===== src/hw/dk_inport.sv =====
/*
  Player switch and DIP input port. Builds the four input bytes and
  registers the one picked by in_sel on in_rd.
*/
`timescale 1ns/1ns

module dk_inport (
	input  logic       clk_24576m,
	input  logic       in_rd,
	input  logic [1:0] in_sel,
	// Jump, down, up, left, right from bit 4 down
	input  logic [4:0] sw_p1,
	input  logic [4:0] sw_p2,
	// Coin, start 2, start 1
	input  logic [2:0] sw_sys,
	input  logic [7:0] dip_sw,
	output logic [7:0] in_rdata
);

	logic [7:0] byte_p1, byte_p2, byte_sys;

	assign byte_p1  = {3'b000, sw_p1};
	assign byte_p2  = {3'b000, sw_p2};
	// Coin on bit 7, starts on bits 3 and 2
	assign byte_sys = {sw_sys[2], 3'b000, sw_sys[1], sw_sys[0], 2'b00};

	always_ff @(posedge clk_24576m) begin
		if (in_rd) begin
			case (in_sel)
				2'd0: in_rdata <= byte_p1;
				2'd1: in_rdata <= byte_p2;
				2'd2: in_rdata <= byte_sys;
				default: in_rdata <= dip_sw;
			endcase
		end
	end

endmodule


===== config.mk =====
export PLATFORM = sky130hd
export DESIGN_NAME = dk_inport
export DESIGN_NICKNAME = d
export VERILOG_FILES = /design/src/hw/dk_inport.sv
export SDC_FILE = /design/constraint.sdc
export NUM_CORES = 1
export LEC_CHECK = 0
export BUFFER_PORTS_ARGS = -buffer_cell sky130_fd_sc_hd__buf_2
export CAP_MARGIN = 20
export CORE_AREA = 2 2 39 41
export CTS_CLUSTER_DIAMETER = 40
export DETAILED_ROUTE_END_ITERATION = 8
export DIE_AREA = 0 0 41 43
export SYNTH_ARGS = -nofsm -noshare
export SYNTH_HDL_FRONTEND = slang
export SYNTH_SLANG_ARGS = --single-unit

===== constraint.sdc =====
create_clock -name clk_24576m -period 1.2 [get_ports clk_24576m]
set_clock_uncertainty 0.15 [all_clocks]
set_input_delay 0.06 -clock clk_24576m [delete_from_list [all_inputs] [get_ports clk_24576m]]
set_output_delay 0.06 -clock clk_24576m [all_outputs]
set_load 0.05 [all_outputs]

==> out/results.tsv <==
stage	metric	value	unit
sta	count of final hold-check violations	0	
synthesis	post-synth top area share	60.76	%
worst_setup_path	Critical Path Max Stage Delay	540	ps
worst_setup_path	Worst Path Max Fanout	1	
placed_design	Placed Area	568.0	um2
synthesis	predominant post-synthesis flop cell	edfxtp_1	
grt	first-pass GRT wire length	1.145	mm
worst_setup_path	Crit Path Class	in2reg	
power_and_ir_drop	LEAKAGE	0.3037	nW
worst_setup_path	Worst Setup End Kind	flip-flop	
floorplan	Site Rows	14	
clocking	clk root buf	clkbuf_4	
synthesis	Gate Count Post-Synth	25	
clocking	CTS tree	built	
route	final wirelength	789	um
floorplan	Initial Util	28.57	%
floorplan	width of the die	41	um
synthesis	area leader, netlist	edfxtp_1	
worst_setup_path	slowest cell on the critical path	dlygate4sd3_1	
grt	GRT overflow	0	
clocking	post-CTS sizing	0	
power_and_ir_drop	Pwr Density	1160	nW/um2
sta	Fmax	949.1	MHz
grt	GRT Overall Usage	10.61	%
cells_and_area	Largest regs	in_rdata (8)	
synthesis	top post-synthesis cells by count	edfxtp_1, mux2i_1, nand3_1, o21ai_0, and3_2	
sta	Hold WS	10.17	ps
synthesis	Yosys cell types	10	
power_and_ir_drop	VDD IR-drop max	0.0003509	V
worst_setup_path	Critical Path RT	1050	ps
synthesis	post-synthesis sequential area ratio	60.76	%
route	detailed-route via count	336	
route	antenna violation net count after detailed routing	0	
grt	vias in the first global route	300	
worst_hold_path	Worst Min Path Start	dip_sw[7]	
synthesis	Post-synth EDFFs	8	
clocking	Post-CTS Setup Inserts	0	
sta	post-route minimum period	1054	ps
worst_setup_path	CP top delay family	buffers and inverters	
worst_hold_path	HP Class	in2reg	
worst_setup_path	startpoint types	input pin	
floorplan	die area	1763	um2
cells_and_area	share of post-route cells with drive strength above 1	60.94	%
clocking	clk buf depth	2	
cells_and_area	Layout Nets	91	
cells_and_area	antenna cells	0	
clocking	Sink Count	8	
cells_and_area	Most flops, register	in_rdata	
sta	unrepaired setup endpoints after global routing	false	
worst_hold_path	Min-Delay Path Depth	3	
sta	worst-margin pin slew	249.1	ps
clocking	Inserted Clock Buffers	3	
floorplan	Die Ht	43	um
job	max cap viols	0	
power_and_ir_drop	Final Power	743.2	uW
grt	largest net degree at the start of global routing	12	
route	TritonRoute pass-1 iters	1	
floorplan	core area	1384	um2
worst_setup_path	Buf/Inv on CP	2	
route	DRC	0	
sta	post-route clock period utilization	87.81	%
route	DRT iter0 DRCs	0	
synthesis	YS warnings	0	
worst_setup_path	crit-path cells	dlygate4sd3_1, buf_2, and3_2	
floorplan	I/O pins	33	
sta	endpoints failing setup	0	
route	DR WL/cell	9.863	um
worst_setup_path	CP arrival	900	ps
sta	worst rel slew slack	83.51	%
synthesis	Area contributors post-synth	edfxtp_1, mux2i_1, mux4_1, mux4_2, nand3_1	
placed_design	IO Port Bufs	32	
synthesis	#FFs+latches synth	8	
placed_design	Routability Congestion	0.6738	
synthesis	syn_area_per_cell	15.82	um2
clocking	hold buffers post-CTS	5	
synthesis	count leader, synth	edfxtp_1	
sta	Setup TNS Final	0	ps
grt	initial antenna violation count	0	
sta	final number of max-transition violations	0	
synthesis	Post-synth ARST share	0	%
synthesis	Cell Area, Synth	395.4	um2
run_status	status	complete, no violations	
clocking	Reg clk slew, reported paths	50	ps
synthesis	Synth Net Count	50	
route	Vias/cell	4.200	
cells_and_area	Final Instance Area	640.6	um2
worst_hold_path	worst hold path endpoint	in_rdata[7]	
cells_and_area	max reg flops	8	
clocking	Max H-tree Level	1	
cells_and_area	P&R area growth vs syn	62.03	%
-- stage by stage --
step / cells / utilization [%] / worst slack [ps]
after floorplan: 25 / - / 126.6
after global placement: 72 / 41.05 / 65.72
after detailed placement: 72 / 41.05 / 41.10
after CTS: 80 / 46.29 / 155.2
after global routing: 80 / 46.29 / 109.9
final: 80 / 46.29 / 146.3
-- worst min-delay path, cell delays in order --
cell and delay (ps):
buf_2 70, mux2i_1 60, nor2b_1 100
-- cells in the final DEF (no fill, tap or decap), drive strengths merged --
master,synthesis,final
and3,2,2
clkbuf,1,3
o21ai,3,3
mux2i,4,4
edfxtp,8,8
mux4,2,2
dlygate4sd3,0,5
buf,1,33
nor2b,1,1
nand3,3,3
-- report_power, final --
group	internal (mW)	leakage, nW	switching, mW
sequential	0.338	0.0774	0.00529
clock	0.114	0.0138	0.0789
combinational	0.0779	0.212	0.130
total	0.529	0.304	0.214
-- cell type report --
cell class                 count  area, um2
clock buffer                   3      22.52
timing repair buffer          38      217.7
sequential                     8      240.2
multi-input combinational     15      140.1
fill                         145      743.2
tap                           16      20.02
-- kinds of logic after synthesis --
family	synth area share, %
simple gates	9.176
buf+inv	3.796
compound gates	3.796
mux	22.47
flops	60.76
-- worst max path at each step --
| stage | slack, ps | cells past startpoint | end | startpoint |
|---|---|---|---|---|
| after global placement | 70 | 2 | in_rdata[2] | in_sel[0] |
| after floorplan | 130 | 2 | in_rdata[3] | in_sel[0] |
| after detailed placement | 40 | 2 | in_rdata[2] | in_sel[0] |
| after global routing | 110 | 1 | in_rdata[2] | in_rdata[2] |
| final | 150 | 3 | in_rdata[6] | dip_sw[6] |
| after CTS | 160 | 1 | in_rdata[2] | in_rdata[2] |
-- layer usage --
| metal | wire length (um) | global-route usage, % | vias up | part of all wire, % |
|---|---|---|---|---|
| met5 | 0 | 0 | - | 0 |
| met4 | 0 | 10.00 | 0 | 0 |
| met3 | 66 | 1.571 | 0 | 8.4 |
| met2 | 448 | 18.44 | 19 | 57 |
| met1 | 274 | 9.153 | 139 | 35 |
| li1 | - | - | 178 | - |
(Power assumes the default switching activity.)
