===== src/hw/dk_bus_consts.svh =====
/*
  Memory map, control latch bit numbers and sprite DMA length for the
  CPU bus subsystem. Include wherever an address or latch bit is needed.
*/
`ifndef DK_BUS_CONSTS_SVH
`define DK_BUS_CONSTS_SVH

// ================================================
// CPU memory map
// ================================================
// Program ROM, 0000 up to here
`define DK_ROM_TOP      16'h5FFF
// Work RAMs, 1 KB each
`define DK_RAM1_BASE    16'h6000
`define DK_RAM2_BASE    16'h6400
`define DK_RAM3_BASE    16'h7000
// Input read windows
`define DK_IN_SW1       16'h7C00
`define DK_IN_SW2       16'h7C80
`define DK_IN_SW3       16'h7D00
`define DK_IN_DIP       16'h7D80
// Control latch, one bit per offset 0..7
`define DK_LATCH_BASE   16'h7D80

// Control latch bits
`define DK_LATCH_FLIP   2
`define DK_LATCH_2PSL   3
`define DK_LATCH_NMI_EN 4
`define DK_LATCH_DMA    5
// Low bit of the two-bit palette bank field
`define DK_LATCH_PAL    6

// Sprite copy, RAM3 offset 0 into object RAM offset 0
`define DK_DMA_LEN      384
`define DK_RAM_AW       10

`endif


===== src/hw/dk_dma_if.sv =====
/*
  Sprite DMA bus between the copier and its two RAM ports.
  Source side reads RAM3 port B, destination side writes object RAM port A.
*/
`timescale 1ns/1ns
`include "dk_bus_consts.svh"

interface dk_dma_if;

	// Read side, RAM3 port B
	logic [`DK_RAM_AW-1:0] src_addr;
	logic                  src_ce;
	logic [7:0]            src_data;

	// Write side, object RAM port A
	logic [`DK_RAM_AW-1:0] dst_addr;
	logic [7:0]            dst_data;
	logic                  dst_we;

	modport dma (output src_addr, src_ce, dst_addr, dst_data, dst_we, input src_data);
	modport src_ram (input src_addr, src_ce, output src_data);
	modport dst_ram (input dst_addr, dst_data, dst_we);

endinterface


===== src/hw/dk_sprite_dma.sv =====
/*
  Sprite DMA. Requests the CPU bus on dma_start, then copies DK_DMA_LEN
  bytes from RAM3 into object RAM, one read per cycle while bus_ack is high.
*/
`timescale 1ns/1ns
`include "dk_bus_consts.svh"

module dk_sprite_dma (
	input  logic   clk_24576m,
	input  logic   reset,
	input  logic   dma_start,
	input  logic   bus_ack,
	output logic   bus_req,
	dk_dma_if.dma  dma
);

	localparam logic [`DK_RAM_AW-1:0] dma_len  = `DK_RAM_AW'(`DK_DMA_LEN);
	localparam logic [`DK_RAM_AW-1:0] dma_last = `DK_RAM_AW'(`DK_DMA_LEN - 1);

	logic                  rd_go;
	logic [`DK_RAM_AW-1:0] rd_cnt;
	logic [`DK_RAM_AW-1:0] rd_addr;
	logic                  rd_vld;
	logic [`DK_RAM_AW-1:0] wr_addr;
	logic                  wr_vld;

	// Issue a read only with the bus granted and bytes left
	assign rd_go = bus_req & bus_ack & (rd_cnt != dma_len);

	always_ff @(posedge clk_24576m) begin
		if (reset) begin
			bus_req <= 1'b0;
			rd_cnt  <= '0;
			rd_vld  <= 1'b0;
			wr_vld  <= 1'b0;
		end else begin
			rd_vld <= rd_go;
			wr_vld <= rd_vld;
			if (!bus_req) begin
				// Restart only from idle
				if (dma_start) begin
					bus_req <= 1'b1;
					rd_cnt  <= '0;
				end
			end else begin
				if (rd_go)
					rd_cnt <= rd_cnt + 1'b1;
				// Release after the final byte lands
				if (wr_vld && wr_addr == dma_last)
					bus_req <= 1'b0;
			end
		end
	end

	// Read address stage, then one-stage write register
	always_ff @(posedge clk_24576m) begin
		if (rd_go)
			rd_addr <= rd_cnt;
		wr_addr <= rd_addr;
	end

	assign dma.src_addr = rd_addr;
	assign dma.src_ce   = rd_vld;
	// Byte comes straight off the RAM3 output register
	assign dma.dst_addr = wr_addr;
	assign dma.dst_data = dma.src_data;
	assign dma.dst_we   = wr_vld;

endmodule


===== src/flat_wrapper.sv =====
// flat-port wrapper written by rule: the top's interface ports become plain ports
module dk_sprite_dma_flat 
  (clk_24576m, reset, dma_start, bus_ack, bus_req, dma_src_addr, dma_src_ce, dma_dst_addr, dma_dst_data, dma_dst_we, dma_src_data);
  dk_dma_if dma_i ();
  input  logic clk_24576m;
  input  logic reset;
  input  logic dma_start;
  input  logic bus_ack;
  output logic bus_req;
  output wire logic [$bits(dma_i.src_addr)-1:0] dma_src_addr;
  output wire logic [$bits(dma_i.src_ce)-1:0] dma_src_ce;
  output wire logic [$bits(dma_i.dst_addr)-1:0] dma_dst_addr;
  output wire logic [$bits(dma_i.dst_data)-1:0] dma_dst_data;
  output wire logic [$bits(dma_i.dst_we)-1:0] dma_dst_we;
  input wire logic [$bits(dma_i.src_data)-1:0] dma_src_data;
  assign dma_src_addr = dma_i.src_addr;
  assign dma_src_ce = dma_i.src_ce;
  assign dma_dst_addr = dma_i.dst_addr;
  assign dma_dst_data = dma_i.dst_data;
  assign dma_dst_we = dma_i.dst_we;
  assign dma_i.src_data = dma_src_data;
  dk_sprite_dma u_core (.clk_24576m(clk_24576m), .reset(reset), .dma_start(dma_start), .bus_ack(bus_ack), .bus_req(bus_req), .dma(dma_i));
endmodule

===== config.mk =====
export PLATFORM = sky130hd
export DESIGN_NAME = dk_sprite_dma_flat
export DESIGN_NICKNAME = d
export VERILOG_FILES = /design/src/hw/dk_dma_if.sv /design/src/hw/dk_sprite_dma.sv /design/src/flat_wrapper.sv
export VERILOG_INCLUDE_DIRS = /design/src /design/src/hw
export SDC_FILE = /design/constraint.sdc
export NUM_CORES = 1
export LEC_CHECK = 0
export ABC_AREA = 1
export BUFFER_PORTS_ARGS = -buffer_cell sky130_fd_sc_hd__buf_2
export CAP_MARGIN = 20
export CORE_MARGIN = 5
export CORE_UTILIZATION = 49
export DETAILED_ROUTE_END_ITERATION = 7
export GPL_TIMING_DRIVEN = 0
export PLACE_DENSITY = 0.77
export SLEW_MARGIN = 20
export SYNTH_ARGS = -nofsm -noshare
export SYNTH_HDL_FRONTEND = slang
export SYNTH_SLANG_ARGS = --single-unit

===== constraint.sdc =====
create_clock -name clk_24576m -period 2 [get_ports clk_24576m]
set_input_delay 0.2 -clock clk_24576m [delete_from_list [all_inputs] [get_ports clk_24576m]]
set_output_delay 0.2 -clock clk_24576m [all_outputs]
set_load 0.01 [all_outputs]

==> metrics.md, run 1 <==
| Metric | Value |
|---|---|
| FP Rows | `19` |
| Post-CTS Setup Bufs | `0` |
| Crit path required time | `2.00 ns` |
| Global Route Usage Sum | `15.0%` |
| Antenna-violating nets left | `0` |
| # DRC | `0` |
| Max Fclk | `588 MHz` |
| I/O Buffers | `34` |
| Internal | `1.02 mW` |
| Sw Pwr | `0.307 mW` |
| # IOs | `43` |
| Chip width | `62.7 um` |
| WL/cell | `12.4 um` |
| Hold Crit Depth | `4` |
| Leak | `0.713 nW` |
| Worst slew pin tran | `0.479 ns` |
| DR WL met3 | `302 um` |
| Num Clock Sinks | `33` |
| Number of max-cap violations | `0` |
| Peak supply drop | `528 uV` |
| Dpl hpwl | `2.13 mm` |
| Global route total overflow | `0` |
| Via density | `5.10` |
| Worst r2r src | `u_core.rd_cnt[0]` |
| RSZ-0062 raised after global routing | `no` |
| Crit. End Element | `register` |
| Logic gate share of total power | `9.4%` |
| Initial Util | `50.1%` |
| Worst path buffer plus inverter count | `3` |
| Crit-path max FO | `10` |
| P&R area growth vs syn | `20.9%` |
| Kind of cell adding the most delay to the critical path | `buffers and inverters` |
| Clk pin slew, worst setup/hold paths | `0.10 ns` |
| Syn Area/Cell | `8.82 um^2` |
| Area of the multi-input gates | `455 um^2` |
| Antenna violations before repair | `0` |
| Root buffer cell | `clkbuf_4` |
| Net Sw Frac | `23.1%` |
| Latest clock arrival within the worst-skew pair | `0.33 ns` |
| Cts bufs inserted | `5` |
| Final Cycle Share | `85.0%` |
| Fillers | `247` |
| ANT cells | `0` |
| Layout cells sized above 1 | `29.1%` |
| Register area share after synthesis | `56.0%` |
| Commonest non-fill, non-tap cell in the layout | `nand2_1` |
| Synth Cell Area | `1360 um^2` |
| Routed metal-1 wirelength | `1.13 mm` |
| P per Cell Area | `808 nW/um^2` |
| Crit path DAT | `1.70 ns` |
| Clock share of power | `35.9%` |
| Worst flop-to-flop path endpoint | `u_core.dma.src_addr[7]` |
| Violation count after the first detailed-route iteration | `42` |
| Crit path kind | `register to register` |
| Post-cts gate resize count | `0` |
| Worst Hold Endpoint | `u_core.rd_cnt[0]` |
| Place WS | `0.326 ns` |
| Core Area | `2710 um^2` |
| Fin crit period | `1.70 ns` |
| Yosys reg bits | `33` |
| Setup ws final | `0.300 ns` |
| Final setup vio count | `0` |
| DIE HEIGHT | `62.7 um` |
| DRT Pass-1 Iters | `4` |
| FF+latch area | `761 um^2` |
| Final hold vios | `0` |
| HP Class | `input port to register` |
| CTS tree | `done` |
| Met2 wire length | `1.29 mm` |
| Max clock buf depth | `2` |
| Sequential share of power | `54.7%` |
| CP max stage cell | `dfxtp_1` |
| Most frequent CP cell | `inv_1` |
| Synth unique cells | `24` |
| Critical path launch point type | `register` |
| Slew Limit Fails | `0` |
| Hold path start | `reset` |
| CP cell instances | `inv_1 > ha_1 > nand3_1 > o21bai_4 > buf_6 > inv_1` |
| Synthesized net count | `168` |
| Pin count of the biggest net entering global routing | `11` |
| Post-Syn Instances | `154` |
| Via count | `1,158` |
| Rel. slew slack | `68.1%` |
| H-tree Lvls | `2` |
| First-pass GRT wire length | `4.66 mm` |
| Drt total wl | `2.81 mm` |
| R2r setup slk | `0.30 ns` |
| Worst Reg-to-Reg Cells | `6` |
| Synth Warn # | `0` |
| Commonest cells after routing, fill and taps aside | `nand2_1 (38), buf_2 (34), dfxtp_1 (23)` |
| CTS Hold Bufs | `0` |
| Final nets | `209` |
| GPL Wtd Cong | `0.881` |
| Die area | `3930 um^2` |
| Worst clock skew | `0.00703 ns` |
| Outcome | `finished, final reports clean` |
| CP max stage delay | `0.42 ns` |
| Total power draw | `1.33 mW` |
| Highest Signal Layer | `met4` |
| Crit path depth | `6` |
| Vias in the first global route | `1,096` |
| Setup total negative slack | `0 ns` |
[worst min-delay path, stage by stage]
cell     delay [ns]
buf_2          0.10
inv_1          0.06
nand2_1        0.06
a21oi_1        0.03
[layout make-up]
type,instances,area share (%)
plain buffers,10,4.57
flip-flops and latches,33,46.3
well taps,31,2.36
clock buffers,6,2.51
repair buffers,34,10.4
clock inverters,2,2.06
multi-input cells,93,27.7
inverters,18,4.11
[per-layer routing]
| layer | vias up | global-route usage (%) |
|---|---|---|
| met5 | - | 0 |
| met4 | 0 | 7.16 |
| met3 | 10 | 7.19 |
| met2 | 51 | 24.6 |
| met1 | 527 | 16.0 |
| li1 | 570 | - |
[power groups by stage]
stage               logic (mW)  clock network (mW)  registers [mW]
floorplan               0.0642                   0           0.751
global placement         0.122                   0           0.739
detailed placement       0.125                   0           0.742
CTS                      0.125               0.489           0.726
global route             0.135               0.519           0.730
finish                   0.125               0.477           0.726
[how the worst max path moves through the flow]
| stage | from | endpoint | slack (ns) |
|---|---|---|---|
| floorplan | u_core.rd_cnt[0] | u_core.dma.src_addr[0] | 0.51 |
| global placement | u_core.rd_cnt[0] | u_core.dma.src_addr[7] | 0.38 |
| detailed placement | u_core.rd_cnt[0] | u_core.dma.src_addr[7] | 0.33 |
| CTS | u_core.rd_cnt[0] | u_core.dma.src_addr[6] | 0.31 |
| global route | u_core.rd_cnt[0] | u_core.dma.src_addr[0] | 0.23 |
| finish | u_core.rd_cnt[0] | u_core.dma.src_addr[7] | 0.30 |
[cells in the mapped netlist (all sizes together)]
| cell | instances | share of area, % |
|---|---|---|
| ha | 2 | 1.8 |
| buf | 9 | 5.2 |
| clkbuf | 1 | 0.28 |
| a21oi | 8 | 3.2 |
| o21ai | 3 | 1.1 |
| nor3b | 1 | 0.55 |
| o31ai | 1 | 0.55 |
| edfxtp | 10 | 22 |
| nand4 | 2 | 0.92 |
| nand3 | 17 | 7.0 |
| nand2 | 40 | 11 |
| inv | 17 | 4.7 |
| dfxtp | 23 | 34 |
| o21bai | 1 | 1.4 |
| clkinv | 1 | 0.28 |
| xnor2 | 1 | 0.64 |
| nor2 | 17 | 4.9 |
[metrics by stage]
step / hold WS [ns] / util, % / std cells / instance area (um^2)
floorplan: 0.369 / - / 154 / 1360
global placement: 0.349 / 57.8 / 219 / 1570
detailed placement: 0.352 / 57.8 / 219 / 1570
CTS: 0.143 / 60.6 / 227 / 1640
global route: 0.152 / 60.6 / 227 / 1640
finish: 0.154 / 60.6 / 227 / 1640
[registers in the layout (all words and copies together) (netlist names)]
signal and flops:
u_core.rd_cnt 10, u_core.dma.src_ce 1, u_core.dma.src_addr 10, u_core.dma.dst_addr 10
u_core.dma.dst_we 1, u_core.bus_req 1
[cells by family (layout without fill, tap and decap cells)]
logic type / after synthesis / after routing / synth area share [%]
simple gates: 77 / 77 / 24.8
flops: 33 / 33 / 56.0
buf+inv: 28 / 70 / 10.5
compound gates: 13 / 13 / 6.26
fa+ha+maj: 2 / 2 / 1.84
xor+xnor: 1 / 1 / 0.645
(Power assumes the default switching activity.)
==> run 2, diff against run 1 <==
Settings changed: CORE_UTILIZATION 49 to 44, PLACE_DENSITY 0.77 to 0.73.
Clock period 2 ns to 1.35 ns, I/O delays scaled along.
==> metrics.md, run 2 (synthesis gave the netlist of run 1 again) <==
| Metric | Value |
|---|---|
| Outcome | `complete, but fails checks` |
| Failing checks | `setup timing` |
| Cts bufs inserted | `5 (unchanged)` |
| WL/cell | `12.6 um (+1.9%)` |
| Crit path required time | `1.42 ns (-0.58 ns)` |
| Max clock buf depth | `2 (unchanged)` |
| P per Cell Area | `1020 nW/um^2 (+26%)` |
| Hold path start | `reset` |
| Max Fclk | `716 MHz (+22%)` |
| Final hold vios | `0 (unchanged)` |
| Global route total overflow | `0 (unchanged)` |
| I/O Buffers | `34 (unchanged)` |
| Via density | `5.00 (-2.1%)` |
| Num Clock Sinks | `33 (unchanged)` |
| Commonest non-fill, non-tap cell in the layout | `nand2_1` |
| Crit path launch | `u_core.rd_cnt[1]` |
| Rel. slew slack | `62.8% (-5.3 points)` |
| Gr busiest metal | `met2` |
| Final Cycle Share | `103% (+19 points)` |
| Final nets | `215 (+2.9%)` |
| Violation count after the first detailed-route iteration | `26 (-38%)` |
| HP Class | `input port to register` |
| GPL Wtd Cong | `0.832 (-5.5%)` |
| Pin count of the biggest net entering global routing | `11 (unchanged)` |
| Antenna violations before repair | `0 (unchanged)` |
| DRT Pass-1 Iters | `4 (unchanged)` |
| CTS tree | `done` |
| Crit. End Element | `register` |
| Layout cells sized above 1 | `43.1% (+14 points)` |
| Die area | `4300 um^2 (+9.5%)` |
| Chip width | `65.6 um (+4.6%)` |
| Fin crit period | `1.40 ns (-0.303 ns)` |
| FP Rows | `20 (+1)` |
| Drt total wl | `2.96 mm (+5.5%)` |
| Slew Limit Fails | `0 (unchanged)` |
| Final setup vio count | `14 (+14)` |
| Crit path kind | `register to register` |
| Met1 Track Usage GR | `16.7% (+0.77 points)` |
| Met2 Usage GRT | `25.7% (+1.1 points)` |
| Critical path launch point type | `register` |
| Via count | `1,174 (+1.4%)` |
| Clk pin slew, worst setup/hold paths | `0.11 ns (about the same)` |
| Global Route Usage Sum | `14.7% (-0.22 points)` |
| Placed cell count | `221 (+0.91%)` |
| CP max stage cell | `dfxtp_4` |
| Initial Util | `45.2% (-4.9 points)` |
| First-pass GRT wire length | `4.77 mm (+2.2%)` |
| Number of max-cap violations | `0 (unchanged)` |
| Non-Filler Instances | `235 (+3.5%)` |
| Antenna-violating nets left | `0 (unchanged)` |
| Hold Crit Depth | `4 (unchanged)` |
| Crit path DAT | `1.47 ns (-0.23 ns)` |
| Worst slew pin tran | `0.558 ns (+0.0792 ns)` |
| Area of the multi-input gates | `531 um^2 (+16%)` |
| Root buffer cell | `clkbuf_4` |
| Latest clock arrival within the worst-skew pair | `0.34 ns (about the same)` |
| Worst r2r src | `u_core.rd_cnt[1]` |
| Worst Reg-to-Reg Cells | `6 (unchanged)` |
| Fin util | `59.6% (-1.0 points)` |
| Leak | `0.746 nW (+4.7%)` |
| DIE HEIGHT | `65.6 um (+4.6%)` |
| Place WS | `-0.172 ns (-0.498 ns)` |
| CP cell instances | `inv_4 > ha_4 > nand3_4 > o21bai_4 > buf_8 > clkinvlp_4` |
| Crit-path max FO | `8 (-2)` |
| Commonest cells after routing, fill and taps aside | `nand2_1 (37), buf_2 (34), dfxtp_1 (15)` |
| Fillers | `248 (+0.40%)` |
| # DRC | `0 (unchanged)` |
| RSZ-0062 raised after global routing | `yes` |
| Crit path depth | `6 (unchanged)` |
| Dpl hpwl | `2.15 mm (+0.96%)` |
| Setup ws final | `-0.0470 ns (-0.347 ns)` |
| Peak supply drop | `502 uV (-5.1%)` |
| Core Area | `3000 um^2 (+11%)` |
| ANT cells | `0 (unchanged)` |
| CP max stage delay | `0.38 ns (-0.04 ns)` |
| Vias in the first global route | `1,102 (+0.55%)` |
| Kind of cell adding the most delay to the critical path | `buffers and inverters` |
| # IOs | `43 (unchanged)` |
| P&R area growth vs syn | `31.7%` |
| Worst clock skew | `0.0194 ns (+0.0124 ns)` |
| H-tree Lvls | `2 (unchanged)` |
| FF+latch area | `783 um^2 (+3.0%)` |
| Met3 Usage GRT | `5.81% (-1.4 points)` |
| Worst path buffer plus inverter count | `3 (unchanged)` |
| Setup total negative slack | `-0.370 ns (-0.370 ns)` |
==> run 2: cell count changes in the layout (fill, tap and decap cells not counted), sizes merged <==
cell	delta
bufinv	-1
inv	-1
buf	+5
clkinvlp	+2
clkinv	+1
==> run 2: worst paths after layout <==
check                            to  slack (ns)
max          u_core.dma.src_addr[4]       -0.05
min                u_core.rd_cnt[0]        0.07
max reg2reg  u_core.dma.src_addr[4]       -0.05
min reg2reg  u_core.dma.dst_addr[5]        0.37
==> run 2: report_power, final <==
group	leakage (nW)	internal (mW)	switching, mW
logic	0.426	0.0930	0.128
clock network	0.0320	0.198	0.334
registers	0.288	1.05	0.0202
==> run 2: final cells by class <==
| type | count | share of cell area, % |
|---|---|---|
| Buffer | 10 | 4.41 |
| Clock buffer | 6 | 2.31 |
| Clock inverter | 2 | 0.559 |
| Inverter | 18 | 4.27 |
| Multi-Input combinational cell | 93 | 29.7 |
| Sequential cell | 33 | 43.8 |
| Tap cell | 33 | 2.31 |
| Timing Repair Buffer | 39 | 12.3 |
| Timing Repair inverter | 1 | 0.420 |
==> run 2: repair_timing <==
| action | in CTS | in global routing |
|---|---|---|
| hold buffers | 0 | 0 |
| pin swaps | 5 | 5 |
| gates cloned | 1 | 0 |
| endpoints found under the setup margin | 11 | 19 |
| setup buffers | 3 | 2 |
| resized for setup | 7 | 23 |
==> run 2: stage by stage <==
stage	hold slack [ns]	power, mW	instance area (um^2)
3_5_place_dp	0.351	1.29	1580
2_1_floorplan	0.296	1.21	1370
6_report	0.0746	1.82	1790
3_3_place_gp	0.351	1.28	1580
5_1_grt	0.0870	1.91	1790
4_1_cts	0.0651	1.84	1710
==> run 2: metal layers <==
layer  routed length (um)  vias up
li1                     -      582
met1                 1160      529
met2                 1450       59
met3                  313        4
met4                   32        0
met5                    0        -
==> run 2: worst reg2reg max path: cells and delay by family (launching register included) <==
kind	cells	cell delay, ns
buffers and inverters	3	0.39
AO/OA/AOI/OAI	1	0.16
flip-flops	1	0.38
AND/OR/NAND/NOR	1	0.06
adder cells (fa/ha/maj)	1	0.14
