--- src/hw/dk_bus_consts.svh ---
/*
  Memory map, control latch bit numbers and sprite DMA length for the
  CPU bus subsystem. Include wherever an address or latch bit is needed.
*/
`ifndef DK_BUS_CONSTS_SVH
`define DK_BUS_CONSTS_SVH

// ================================================
// CPU memory map
// ================================================
// Program ROM, 0000 up to here
`define DK_ROM_TOP      16'h5FFF
// Work RAMs, 1 KB each
`define DK_RAM1_BASE    16'h6000
`define DK_RAM2_BASE    16'h6400
`define DK_RAM3_BASE    16'h7000
// Input read windows
`define DK_IN_SW1       16'h7C00
`define DK_IN_SW2       16'h7C80
`define DK_IN_SW3       16'h7D00
`define DK_IN_DIP       16'h7D80
// Control latch, one bit per offset 0..7
`define DK_LATCH_BASE   16'h7D80

// Control latch bits
`define DK_LATCH_FLIP   2
`define DK_LATCH_2PSL   3
`define DK_LATCH_NMI_EN 4
`define DK_LATCH_DMA    5
// Low bit of the two-bit palette bank field
`define DK_LATCH_PAL    6

// Sprite copy, RAM3 offset 0 into object RAM offset 0
`define DK_DMA_LEN      384
`define DK_RAM_AW       10

`endif

--- src/hw/dk_bus_pkg.sv ---
/*
  Types shared by the bus decoder and the testbench reference model.
  Import where the CPU address has to be taken apart.
*/
package dk_bus_pkg;

	// ================================================
	// CPU address word
	// ================================================

	// ROM view of the address
	// Page is the 2 KB bank the junior board swaps around
	typedef struct packed {
		logic [4:0]  page;
		logic [10:0] offset;
	} rom_page_t;

	// One 16-bit word, two decodes
	// raw goes to the region compares
	// rom_page goes to the ROM remap
	typedef union packed {
		logic [15:0] raw;
		rom_page_t   rom_page;
	} cpu_addr_u;

endpackage

--- src/hw/dk_adec.sv ---
/*
  CPU address decoder. Pulses the RAM and input selects, remaps ROM pages
  for the junior board, holds the control latch and NMI flop, triggers the
  sprite DMA and returns read data one cycle after the read strobe.
*/
`timescale 1ns/1ns
`include "dk_bus_consts.svh"

module dk_adec
	import dk_bus_pkg::*;
(
	input  logic        clk_24576m,
	input  logic        reset,
	input  logic [15:0] cpu_addr,
	input  logic [7:0]  cpu_wdata,
	input  logic        cpu_rd,
	input  logic        cpu_wr,
	input  logic        v_blank,
	input  logic        dkjr,
	input  logic [7:0]  rom_data,
	input  logic [7:0]  ram1_rdata,
	input  logic [7:0]  ram2_rdata,
	input  logic [7:0]  ram3_rdata,
	input  logic [7:0]  in_rdata,
	output logic [15:0] rom_addr,
	output logic        ram1_ce,
	output logic        ram2_ce,
	output logic        ram3_ce,
	output logic        ram_we,
	output logic        in_rd,
	output logic [1:0]  in_sel,
	output logic        dma_start,
	output logic        nmi_n,
	output logic        flip_n,
	output logic        two_player_sel,
	output logic [1:0]  pal_bank,
	output logic [7:0]  cpu_rdata
);

	// Region compare masks
	localparam logic [15:0] ram_mask   = 16'hFC00;
	localparam logic [15:0] in_mask    = 16'hFF80;
	localparam logic [15:0] latch_mask = 16'hFFF8;

	cpu_addr_u  addr_v;
	cpu_addr_u  rom_v;
	logic       access;
	logic       rom_hit, ram1_hit, ram2_hit, ram3_hit;
	logic       sw1_hit, sw2_hit, sw3_hit, dip_hit, in_hit;
	logic       latch_wr;
	logic [7:0] latch;
	logic [7:0] latch_nxt;
	logic       vblank_q;
	logic       nmi_ff;
	logic       rd_rom_q, rd_ram1_q, rd_ram2_q, rd_ram3_q, rd_in_q;
	logic [7:0] rom_q;

	// ================================================
	// Region decode
	// ================================================
	assign addr_v.raw = cpu_addr;
	assign access     = cpu_rd | cpu_wr;

	assign rom_hit  = addr_v.raw <= `DK_ROM_TOP;
	assign ram1_hit = (addr_v.raw & ram_mask) == `DK_RAM1_BASE;
	assign ram2_hit = (addr_v.raw & ram_mask) == `DK_RAM2_BASE;
	assign ram3_hit = (addr_v.raw & ram_mask) == `DK_RAM3_BASE;
	// Inputs sit in four 128-byte windows
	assign sw1_hit  = (addr_v.raw & in_mask) == `DK_IN_SW1;
	assign sw2_hit  = (addr_v.raw & in_mask) == `DK_IN_SW2;
	assign sw3_hit  = (addr_v.raw & in_mask) == `DK_IN_SW3;
	assign dip_hit  = (addr_v.raw & in_mask) == `DK_IN_DIP;
	assign in_hit   = sw1_hit | sw2_hit | sw3_hit | dip_hit;

	// One-cycle selects, same cycle as the strobe
	assign ram1_ce = access & ram1_hit;
	assign ram2_ce = access & ram2_hit;
	assign ram3_ce = access & ram3_hit;
	assign ram_we  = cpu_wr;
	assign in_rd   = cpu_rd & in_hit;
	// 0 p1, 1 p2, 2 system, 3 DIP
	assign in_sel  = {sw3_hit | dip_hit, sw2_hit | dip_hit};

	// ================================================
	// Junior board ROM remap
	// ================================================
	// Page swap only, offset rides through untouched
	always_comb begin
		rom_v = addr_v;
		if (dkjr) begin
			case (addr_v.rom_page.page)
				5'h02: rom_v.rom_page.page = 5'h06;
				5'h03: rom_v.rom_page.page = 5'h0B;
				5'h05: rom_v.rom_page.page = 5'h09;
				5'h06: rom_v.rom_page.page = 5'h02;
				5'h07: rom_v.rom_page.page = 5'h03;
				5'h09: rom_v.rom_page.page = 5'h05;
				5'h0B: rom_v.rom_page.page = 5'h07;
				default: ;
			endcase
		end
	end
	assign rom_addr = rom_v.raw;

	// ================================================
	// Control latch and NMI
	// ================================================
	assign latch_wr = cpu_wr & ((addr_v.raw & latch_mask) == `DK_LATCH_BASE);

	// Bit-addressable, data bit 0 lands on the offset bit
	always_comb begin
		latch_nxt = latch;
		if (latch_wr)
			latch_nxt[addr_v.raw[2:0]] = cpu_wdata[0];
	end

	// Rising edge of the DMA bit
	assign dma_start = latch_nxt[`DK_LATCH_DMA] & ~latch[`DK_LATCH_DMA];

	always_ff @(posedge clk_24576m) begin
		if (reset) begin
			latch    <= 8'h00;
			vblank_q <= 1'b0;
			nmi_ff   <= 1'b0;
		end else begin
			latch    <= latch_nxt;
			vblank_q <= v_blank;
			// Clearing the enable also clears a pending NMI
			if (!latch_nxt[`DK_LATCH_NMI_EN])
				nmi_ff <= 1'b0;
			else if (v_blank && !vblank_q)
				nmi_ff <= 1'b1;
		end
	end

	assign nmi_n          = ~nmi_ff;
	assign flip_n         = ~latch[`DK_LATCH_FLIP];
	assign two_player_sel = latch[`DK_LATCH_2PSL];
	assign pal_bank       = latch[`DK_LATCH_PAL +: 2];

	// ================================================
	// Read data return
	// ================================================
	// Remember which source the read picked
	always_ff @(posedge clk_24576m) begin
		if (reset) begin
			rd_rom_q  <= 1'b0;
			rd_ram1_q <= 1'b0;
			rd_ram2_q <= 1'b0;
			rd_ram3_q <= 1'b0;
			rd_in_q   <= 1'b0;
		end else begin
			rd_rom_q  <= cpu_rd & rom_hit;
			rd_ram1_q <= cpu_rd & ram1_hit;
			rd_ram2_q <= cpu_rd & ram2_hit;
			rd_ram3_q <= cpu_rd & ram3_hit;
			rd_in_q   <= in_rd;
		end
	end

	// ROM answers combinationally, hold it for the return cycle
	always_ff @(posedge clk_24576m) begin
		if (cpu_rd && rom_hit)
			rom_q <= rom_data;
	end

	// Unmapped reads fall through to 00
	always_comb begin
		if (rd_rom_q)
			cpu_rdata = rom_q;
		else if (rd_ram1_q)
			cpu_rdata = ram1_rdata;
		else if (rd_ram2_q)
			cpu_rdata = ram2_rdata;
		else if (rd_ram3_q)
			cpu_rdata = ram3_rdata;
		else if (rd_in_q)
			cpu_rdata = in_rdata;
		else
			cpu_rdata = 8'h00;
	end

endmodule

--- config.mk ---
export PLATFORM = sky130hd
export DESIGN_NAME = dk_adec
export DESIGN_NICKNAME = d
export VERILOG_FILES = /design/src/hw/dk_bus_pkg.sv /design/src/hw/dk_adec.sv
export VERILOG_INCLUDE_DIRS = /design/src /design/src/hw
export SDC_FILE = /design/constraint.sdc
export NUM_CORES = 1
export LEC_CHECK = 0
export BUFFER_PORTS_ARGS = -buffer_cell sky130_fd_sc_hd__clkbuf_2
export CELL_PAD_IN_SITES_DETAIL_PLACEMENT = 1
export CELL_PAD_IN_SITES_GLOBAL_PLACEMENT = 2
export CORE_ASPECT_RATIO = 0.8
export CORE_MARGIN = 2
export CORE_UTILIZATION = 22
export CTS_CLUSTER_SIZE = 8
export DETAILED_ROUTE_END_ITERATION = 16
export HOLD_SLACK_MARGIN = 0.15
export PLACE_DENSITY = 0.85
export SKIP_LAST_GASP = 1
export SLEW_MARGIN = 30
export SYNTH_ARGS = -nofsm -noshare
export SYNTH_HDL_FRONTEND = slang
export SYNTH_SLANG_ARGS = --single-unit
--- constraint.sdc ---
create_clock -name clk_24576m -period 4.3 [get_ports clk_24576m]
set_input_delay 0.86 -clock clk_24576m [delete_from_list [all_inputs] [get_ports clk_24576m]]
set_output_delay 0.86 -clock clk_24576m [all_outputs]
set_load 0.1 [all_outputs]
==> results.sh, run 1 <==
export IMPL_status="finished clean"
export IMPL_arrival_ps=2520
export IMPL_wl_met1_mm=1.80
export IMPL_placed_cells=305
export IMPL_hold_path_class="flip-flop to flip-flop"
export IMPL_setup_viol_count_final=0
export IMPL_fin_util=0.314
export IMPL_cts_hold_buf=0
export IMPL_layout_drive_gt1_share=0.474
export IMPL_ys_types=35
export IMPL_grt_pass1_wl_mm=6.40
export IMPL_die_area_sq_um=6930
export IMPL_grt_overflow=0
export IMPL_worstHoldStart="latch[2]$_SDFFE_PP0P_"
export IMPL_whs_ps=477
export IMPL_post_route_period_util=0.787
export IMPL_insertion_delay_ps=250
export IMPL_post_drt_via_cell_ratio=4.57
export IMPL_dr_pass1_iters=4
export IMPL_ant_nets=0
export IMPL_topRoutingLayerUsed="met4"
export IMPL_vias=1411
export IMPL_final_cell_mix="99 x clkbuf_2, 13 x dfxtp_1, 11 x nor2_1"
export IMPL_total_power_mw=0.499
export IMPL_power_density_nw_per_um2=266
export IMPL_track_usage=0.115
export IMPL_initial_core_util=0.231
export IMPL_p_leak_nw=0.874
export IMPL_antenna_found_initial=0
export IMPL_clk_pin_slew_ps=70
export IMPL_rows=25
export IMPL_cts_root_buf="clkbuf_8"
export IMPL_io_buffers=99
export IMPL_worstReg2RegEnd="nmi_ff$_SDFFE_PP0P_"
export IMPL_ys_warnings_count=0
export IMPL_hold_viol=0
export IMPL_worstRegToRegCells=3
export IMPL_route_met2_wl_mm=1.88
export IMPL_critPathCaptureType="primary output"
export IMPL_r2r_start="vblank_q$_SDFF_PP0_"
export IMPL_crit_path_cell_trace="clkbuf_2 > or3_4 > nor4_1 > and4b_1 > clkbuf_2"
export IMPL_synthArstFlopShare=0
export IMPL_yosysSeqAreaShare=0.363
export IMPL_ys_dominant_reg_cell="dfxtp_1"
export IMPL_place_congestion=0.703
export IMPL_wl_per_cell_microns=13.2
export IMPL_grt_max_degree=19
export IMPL_first_global_vias=1338
export IMPL_vdd_drop_max_mv=0.119
export IMPL_rsz0062_at_grt="no"
export IMPL_clock_fmax_mhz=295
export IMPL_cpMaxStageDelayCell="clkbuf_2"
export IMPL_synth_cells=150
export IMPL_relSlewSlack=0.630
export IMPL_cts_tree="built"
export IMPL_cts_num_sinks=21
export IMPL_cts_made_buffers=3
export IMPL_h_tree_depth=1
export IMPL_dp_hpwl_mm=3.48
export IMPL_drc=0
export IMPL_antenna_cells=0
export IMPL_cp_max_fo=3
export IMPL_finalCriticalPeriod_ps=3380
export IMPL_timing_final_ws_setup_ps=915
export IMPL_final_common_cell="clkbuf_2"
export IMPL_critPathKind="input port to primary output"
export IMPL_final_area_sq_um=1870
export IMPL_area_growth_pct=35.7
export IMPL_coreArea_sq_um=5970
export IMPL_start_kind="input port"
export IMPL_cp_slowest_stage_delay_ps=460
export IMPL_synth_edf_count=8
export IMPL_slew_viol_final=0
export IMPL_synth_seq_cells=21
export IMPL_ctsResizeCount=0
export IMPL_max_cap_viol_count=0
export IMPL_post_cts_setup_buffers=0
export IMPL_io_pins=107
export IMPL_clock_path_buffers=2
export IMPL_clock_skew_ps=0.366
export IMPL_worst_hold_path_endpoint="latch[2]$_SDFFE_PP0P_"
export IMPL_nets=299
export IMPL_reg2reg_slack_ps=3440
export IMPL_avgSynthCellArea_sq_um=9.20
export IMPL_syn_num_nets=220
export IMPL_dp_slack_ps=909
export IMPL_worst_pin_slew_ps=558
export IMPL_syn_area_sq_um=1380
export IMPL_dpl_cell_area_sq_um=1830
export IMPL_critPathRequiredTime_ps=3440
export IMPL_drt_total_wl_mm=4.08
export IMPL_setup_tns_ps=0
export IMPL_dr_wl_met3_microns=388
export IMPL_drtIter0Drc=33
export IMPL_die_w_microns=92.6
export IMPL_die_h_microns=74.8
export IMPL_path_common_cell="clkbuf_2"
export IMPL_layoutNonFillerInstCount=309
export IMPL_whs_path_depth=2
flip-flops by register name, indices dropped and copies added (netlist names):
register and cells:
rom_q 8, rd_ram2_q 1, rd_rom_q 1, nmi_ff 1, rd_ram3_q 1, rd_in_q 1
rd_ram1_q 1, vblank_q 1, latch 6
cells by family (layout without fill, tap and decap cells):
kind of cell | count (synthesis) | in the layout | share of synthesized area
simple gates | 57 | 57 | 0.266
buf+inv | 34 | 112 | 0.133
compound gates | 32 | 32 | 0.194
flops | 21 | 21 | 0.363
mux | 6 | 6 | 0.0444
worst max-delay path, delay by kind of cell:
family | cells | cell delay (ps)
simple gates | 3 | 1120
buf+inv | 2 | 550
worst max path at each step:
stage / startpoint / end / depth (start not counted)
after detailed placement: cpu_addr[3] / dma_start / 5
final: cpu_addr[3] / dma_start / 5
after global placement: cpu_addr[3] / dma_start / 5
after floorplan: cpu_addr[13] / ram1_ce / 4
after CTS: cpu_addr[3] / dma_start / 5
after global routing: rd_ram3_q$_SDFF_PP0_ / cpu_rdata[3] / 5
where the power goes:
part           switching (mW)  total, mW  internal, mW
Sequential            0.00339      0.216         0.213
Clock                  0.0632      0.128        0.0645
Combinational           0.117      0.155        0.0379
Total                   0.184      0.499         0.315
synthesized netlist by cell type, drive strengths merged, types with 2 or more instances:
cell,count,area share
buf,19,0.092
dfxtp,13,0.19
nor2,11,0.030
nand2b,10,0.045
inv,9,0.024
a221o,8,0.058
edfxtp,8,0.17
a2111oi,7,0.044
a221oi,7,0.044
nor2b,7,0.032
clkbuf,6,0.016
mux2i,5,0.036
a21oi,4,0.015
nand2,4,0.011
nand3b,4,0.022
nor3,4,0.015
and2,3,0.014
nand4b,3,0.030
nand3,2,0.0073
nor4,2,0.0091
o21ai,2,0.0073
o32a,2,0.015
layer usage:
metal / vias to the layer above / track usage
met5: - / 0
met4: 0 / 0.0149
met3: 2 / 0.0330
met2: 67 / 0.207
met1: 634 / 0.144
li1: 708 / -
final cells by class:
class | count | area, sq um
Fill cell | 738 | 4100
Multi-Input combinational cell | 95 | 696
Sequential cell | 21 | 500
Timing Repair Buffer | 99 | 495
Tap cell | 81 | 101
Clock buffer | 3 | 41.3
Inverter | 9 | 33.8
Clock inverter | 1 | 5.00
No activity file was read; power rests on OpenSTA's default activity.
==> inputs of run 2 (changes only) <==
--- a/config.mk
+++ b/config.mk
@@ -11,11 +11,11 @@
 export CELL_PAD_IN_SITES_GLOBAL_PLACEMENT = 2
 export CORE_ASPECT_RATIO = 0.8
 export CORE_MARGIN = 2
-export CORE_UTILIZATION = 22
+export CORE_UTILIZATION = 20
 export CTS_CLUSTER_SIZE = 8
 export DETAILED_ROUTE_END_ITERATION = 16
 export HOLD_SLACK_MARGIN = 0.15
-export PLACE_DENSITY = 0.85
+export PLACE_DENSITY = 0.78
 export SKIP_LAST_GASP = 1
 export SLEW_MARGIN = 30
 export SYNTH_ARGS = -nofsm -noshare
==> constraint.sdc (replaced) <==
create_clock -name clk_24576m -period 3.17 [get_ports clk_24576m]
set_input_delay 0.634 -clock clk_24576m [delete_from_list [all_inputs] [get_ports clk_24576m]]
set_output_delay 0.634 -clock clk_24576m [all_outputs]
set_load 0.1 [all_outputs]
==> results.sh, run 2 (synthesized netlist as in run 1, its figures left out) <==
export IMPL_cts_root_buf="clkbuf_8"
export IMPL_vdd_drop_max_mv=0.179
export IMPL_drt_total_wl_mm=4.11
export IMPL_final_cell_mix="95 x clkbuf_2, 13 x dfxtp_1, 11 x nor2_1"
export IMPL_grt_pass1_wl_mm=6.69
export IMPL_io_buffers=99
export IMPL_dr_pass1_iters=3
export IMPL_die_w_microns=96.9
export IMPL_clock_skew_ps=0.462
export IMPL_drc=0
export IMPL_p_leak_nw=0.885
export IMPL_clkPwrFrac=0.252
export IMPL_nets=299
export IMPL_track_usage=0.106
export IMPL_post_cts_setup_buffers=0
export IMPL_clock_path_buffers=2
export IMPL_antenna_cells=0
export IMPL_layout_drive_gt1_share=0.482
export IMPL_rows=27
export IMPL_worstHoldStart="latch[5]$_SDFF_PP0_"
export IMPL_grt_max_degree=19
export IMPL_clock_fmax_mhz=346
export IMPL_start_kind="flip-flop"
export IMPL_wl_per_cell_microns=13.1
export IMPL_relSlewSlack=0.630
export IMPL_post_drt_via_cell_ratio=4.40
export IMPL_clk_pin_slew_ps=80
export IMPL_r2r_start="vblank_q$_SDFF_PP0_"
export IMPL_ant_nets=0
export IMPL_ctsResizeCount=0
export IMPL_setup_viol_count_final=0
export IMPL_switching_share=0.365
export IMPL_hold_viol=0
export IMPL_vias=1385
export IMPL_max_cap_viol_count=0
export IMPL_insertion_delay_ps=250
export IMPL_setup_tns_ps=0
export IMPL_cpMaxStageDelayCell="a2111oi_0"
export IMPL_comb_power_share=0.314
export IMPL_finalCriticalPeriod_ps=2890
export IMPL_reg_largest_list="rom_q x8, latch x6"
export IMPL_place_congestion=0.727
export IMPL_p_int_mw=0.429
export IMPL_arrival_ps=2250
export IMPL_power_density_nw_per_um2=351
export IMPL_post_route_period_util=0.910
export IMPL_grt_overflow=0
export IMPL_cts_tree="built"
export IMPL_io_pins=107
export IMPL_drtIter0Drc=26
export IMPL_hold_path_class="flip-flop to flip-flop"
export IMPL_rsz0062_at_grt="no"
export IMPL_p_switching_mw=0.247
export IMPL_area_growth_pct=39.3
export IMPL_first_global_vias=1375
export IMPL_critPathRequiredTime_ps=2540
export IMPL_cts_num_sinks=21
export IMPL_cp_max_fo=9
export IMPL_regMostFlops="rom_q"
export IMPL_antenna_found_initial=0
export IMPL_cts_hold_buf=0
export IMPL_cp_slowest_stage_delay_ps=460
export IMPL_critPathTopFamily="compound AO/OA/AOI/OAI gates"
export IMPL_dp_hpwl_mm=3.50
export IMPL_die_h_microns=78.3
export IMPL_crit_path_cell_trace="nor2b_2 > a221oi_1 > a2111oi_0 > a221o_1 > clkbuf_2"
export IMPL_coreArea_sq_um=6790
export IMPL_initial_core_util=0.203
export IMPL_h_tree_depth=1
export IMPL_final_common_cell="clkbuf_2"
export IMPL_cts_made_buffers=3
export IMPL_whs_ps=483
export IMPL_critPathKind="flip-flop to primary output"
export IMPL_largest_register_ffs=8
export IMPL_die_area_sq_um=7590
export IMPL_critPathCaptureType="primary output"
export IMPL_worst_pin_slew_ps=558
export IMPL_seqPwrFrac=0.434
export IMPL_status="finished clean"
export IMPL_path_buf_inv=1
export IMPL_startpoint="rd_ram3_q$_SDFF_PP0_"
export IMPL_slew_viol_final=0
run 2: cell types whose count changed in the layout (fill, tap and decap cells not counted), sizes merged:
cell    delta
clkbuf     -4
buf        +4
run 2: per-layer routing:
| layer | global-route usage | vias up | part of all wire |
|---|---|---|---|
| li1 | - | 702 | - |
| met2 | 0.185 | 49 | 0.49 |
| met3 | 0.0249 | 2 | 0.058 |
| met5 | 0 | - | 0 |
| met1 | 0.139 | 632 | 0.45 |
| met4 | 0.00845 | 0 | 0.0024 |
run 2: per-stage QoR:
step / util / total power, mW / setup slack (ps) / instances / instance area [sq um]
6_report: 0.283 / 0.676 / 284 / 315 / 1920
3_3_place_gp: 0.276 / 0.511 / 418 / 311 / 1870
2_1_floorplan: - / 0.455 / 208 / 150 / 1390
4_1_cts: 0.283 / 0.687 / 89.5 / 315 / 1920
3_5_place_dp: 0.276 / 0.513 / 376 / 311 / 1870
5_1_grt: 0.283 / 0.709 / 129 / 315 / 1920
run 2: worst paths after layout:
check / end / cells after the start / slack, ps
worst max-delay path: cpu_rdata[7] / 5 / 280
worst min register to register: latch[5]$_SDFF_PP0_ / 2 / 480
worst max register to register: nmi_ff$_SDFFE_PP0P_ / 3 / 2290
worst min-delay path: latch[5]$_SDFF_PP0_ / 2 / 480
run 2: cell type report:
cell class,instances,area [sq um]
flip-flops and latches,21,500
well taps,87,109
multi-input cells,95,703
inverters,9,33.8
fillers,826,4870
clock inverters,1,5.00
repair buffers,99,531
clock buffers,3,41.3
run 2: worst register-to-register path: stages (launching register included):
cell and delay (ps):
dfxtp_1 310, nand2b_1 130, a21oi_1 70, mux2_2 260
run 2: power groups by stage:
stage / logic, mW / clock network (mW) / registers, mW
6_report: 0.212 / 0.170 / 0.293
5_1_grt: 0.224 / 0.190 / 0.294
4_1_cts: 0.214 / 0.179 / 0.293
3_5_place_dp: 0.214 / 0 / 0.299
3_3_place_gp: 0.211 / 0 / 0.299
2_1_floorplan: 0.159 / 0 / 0.296
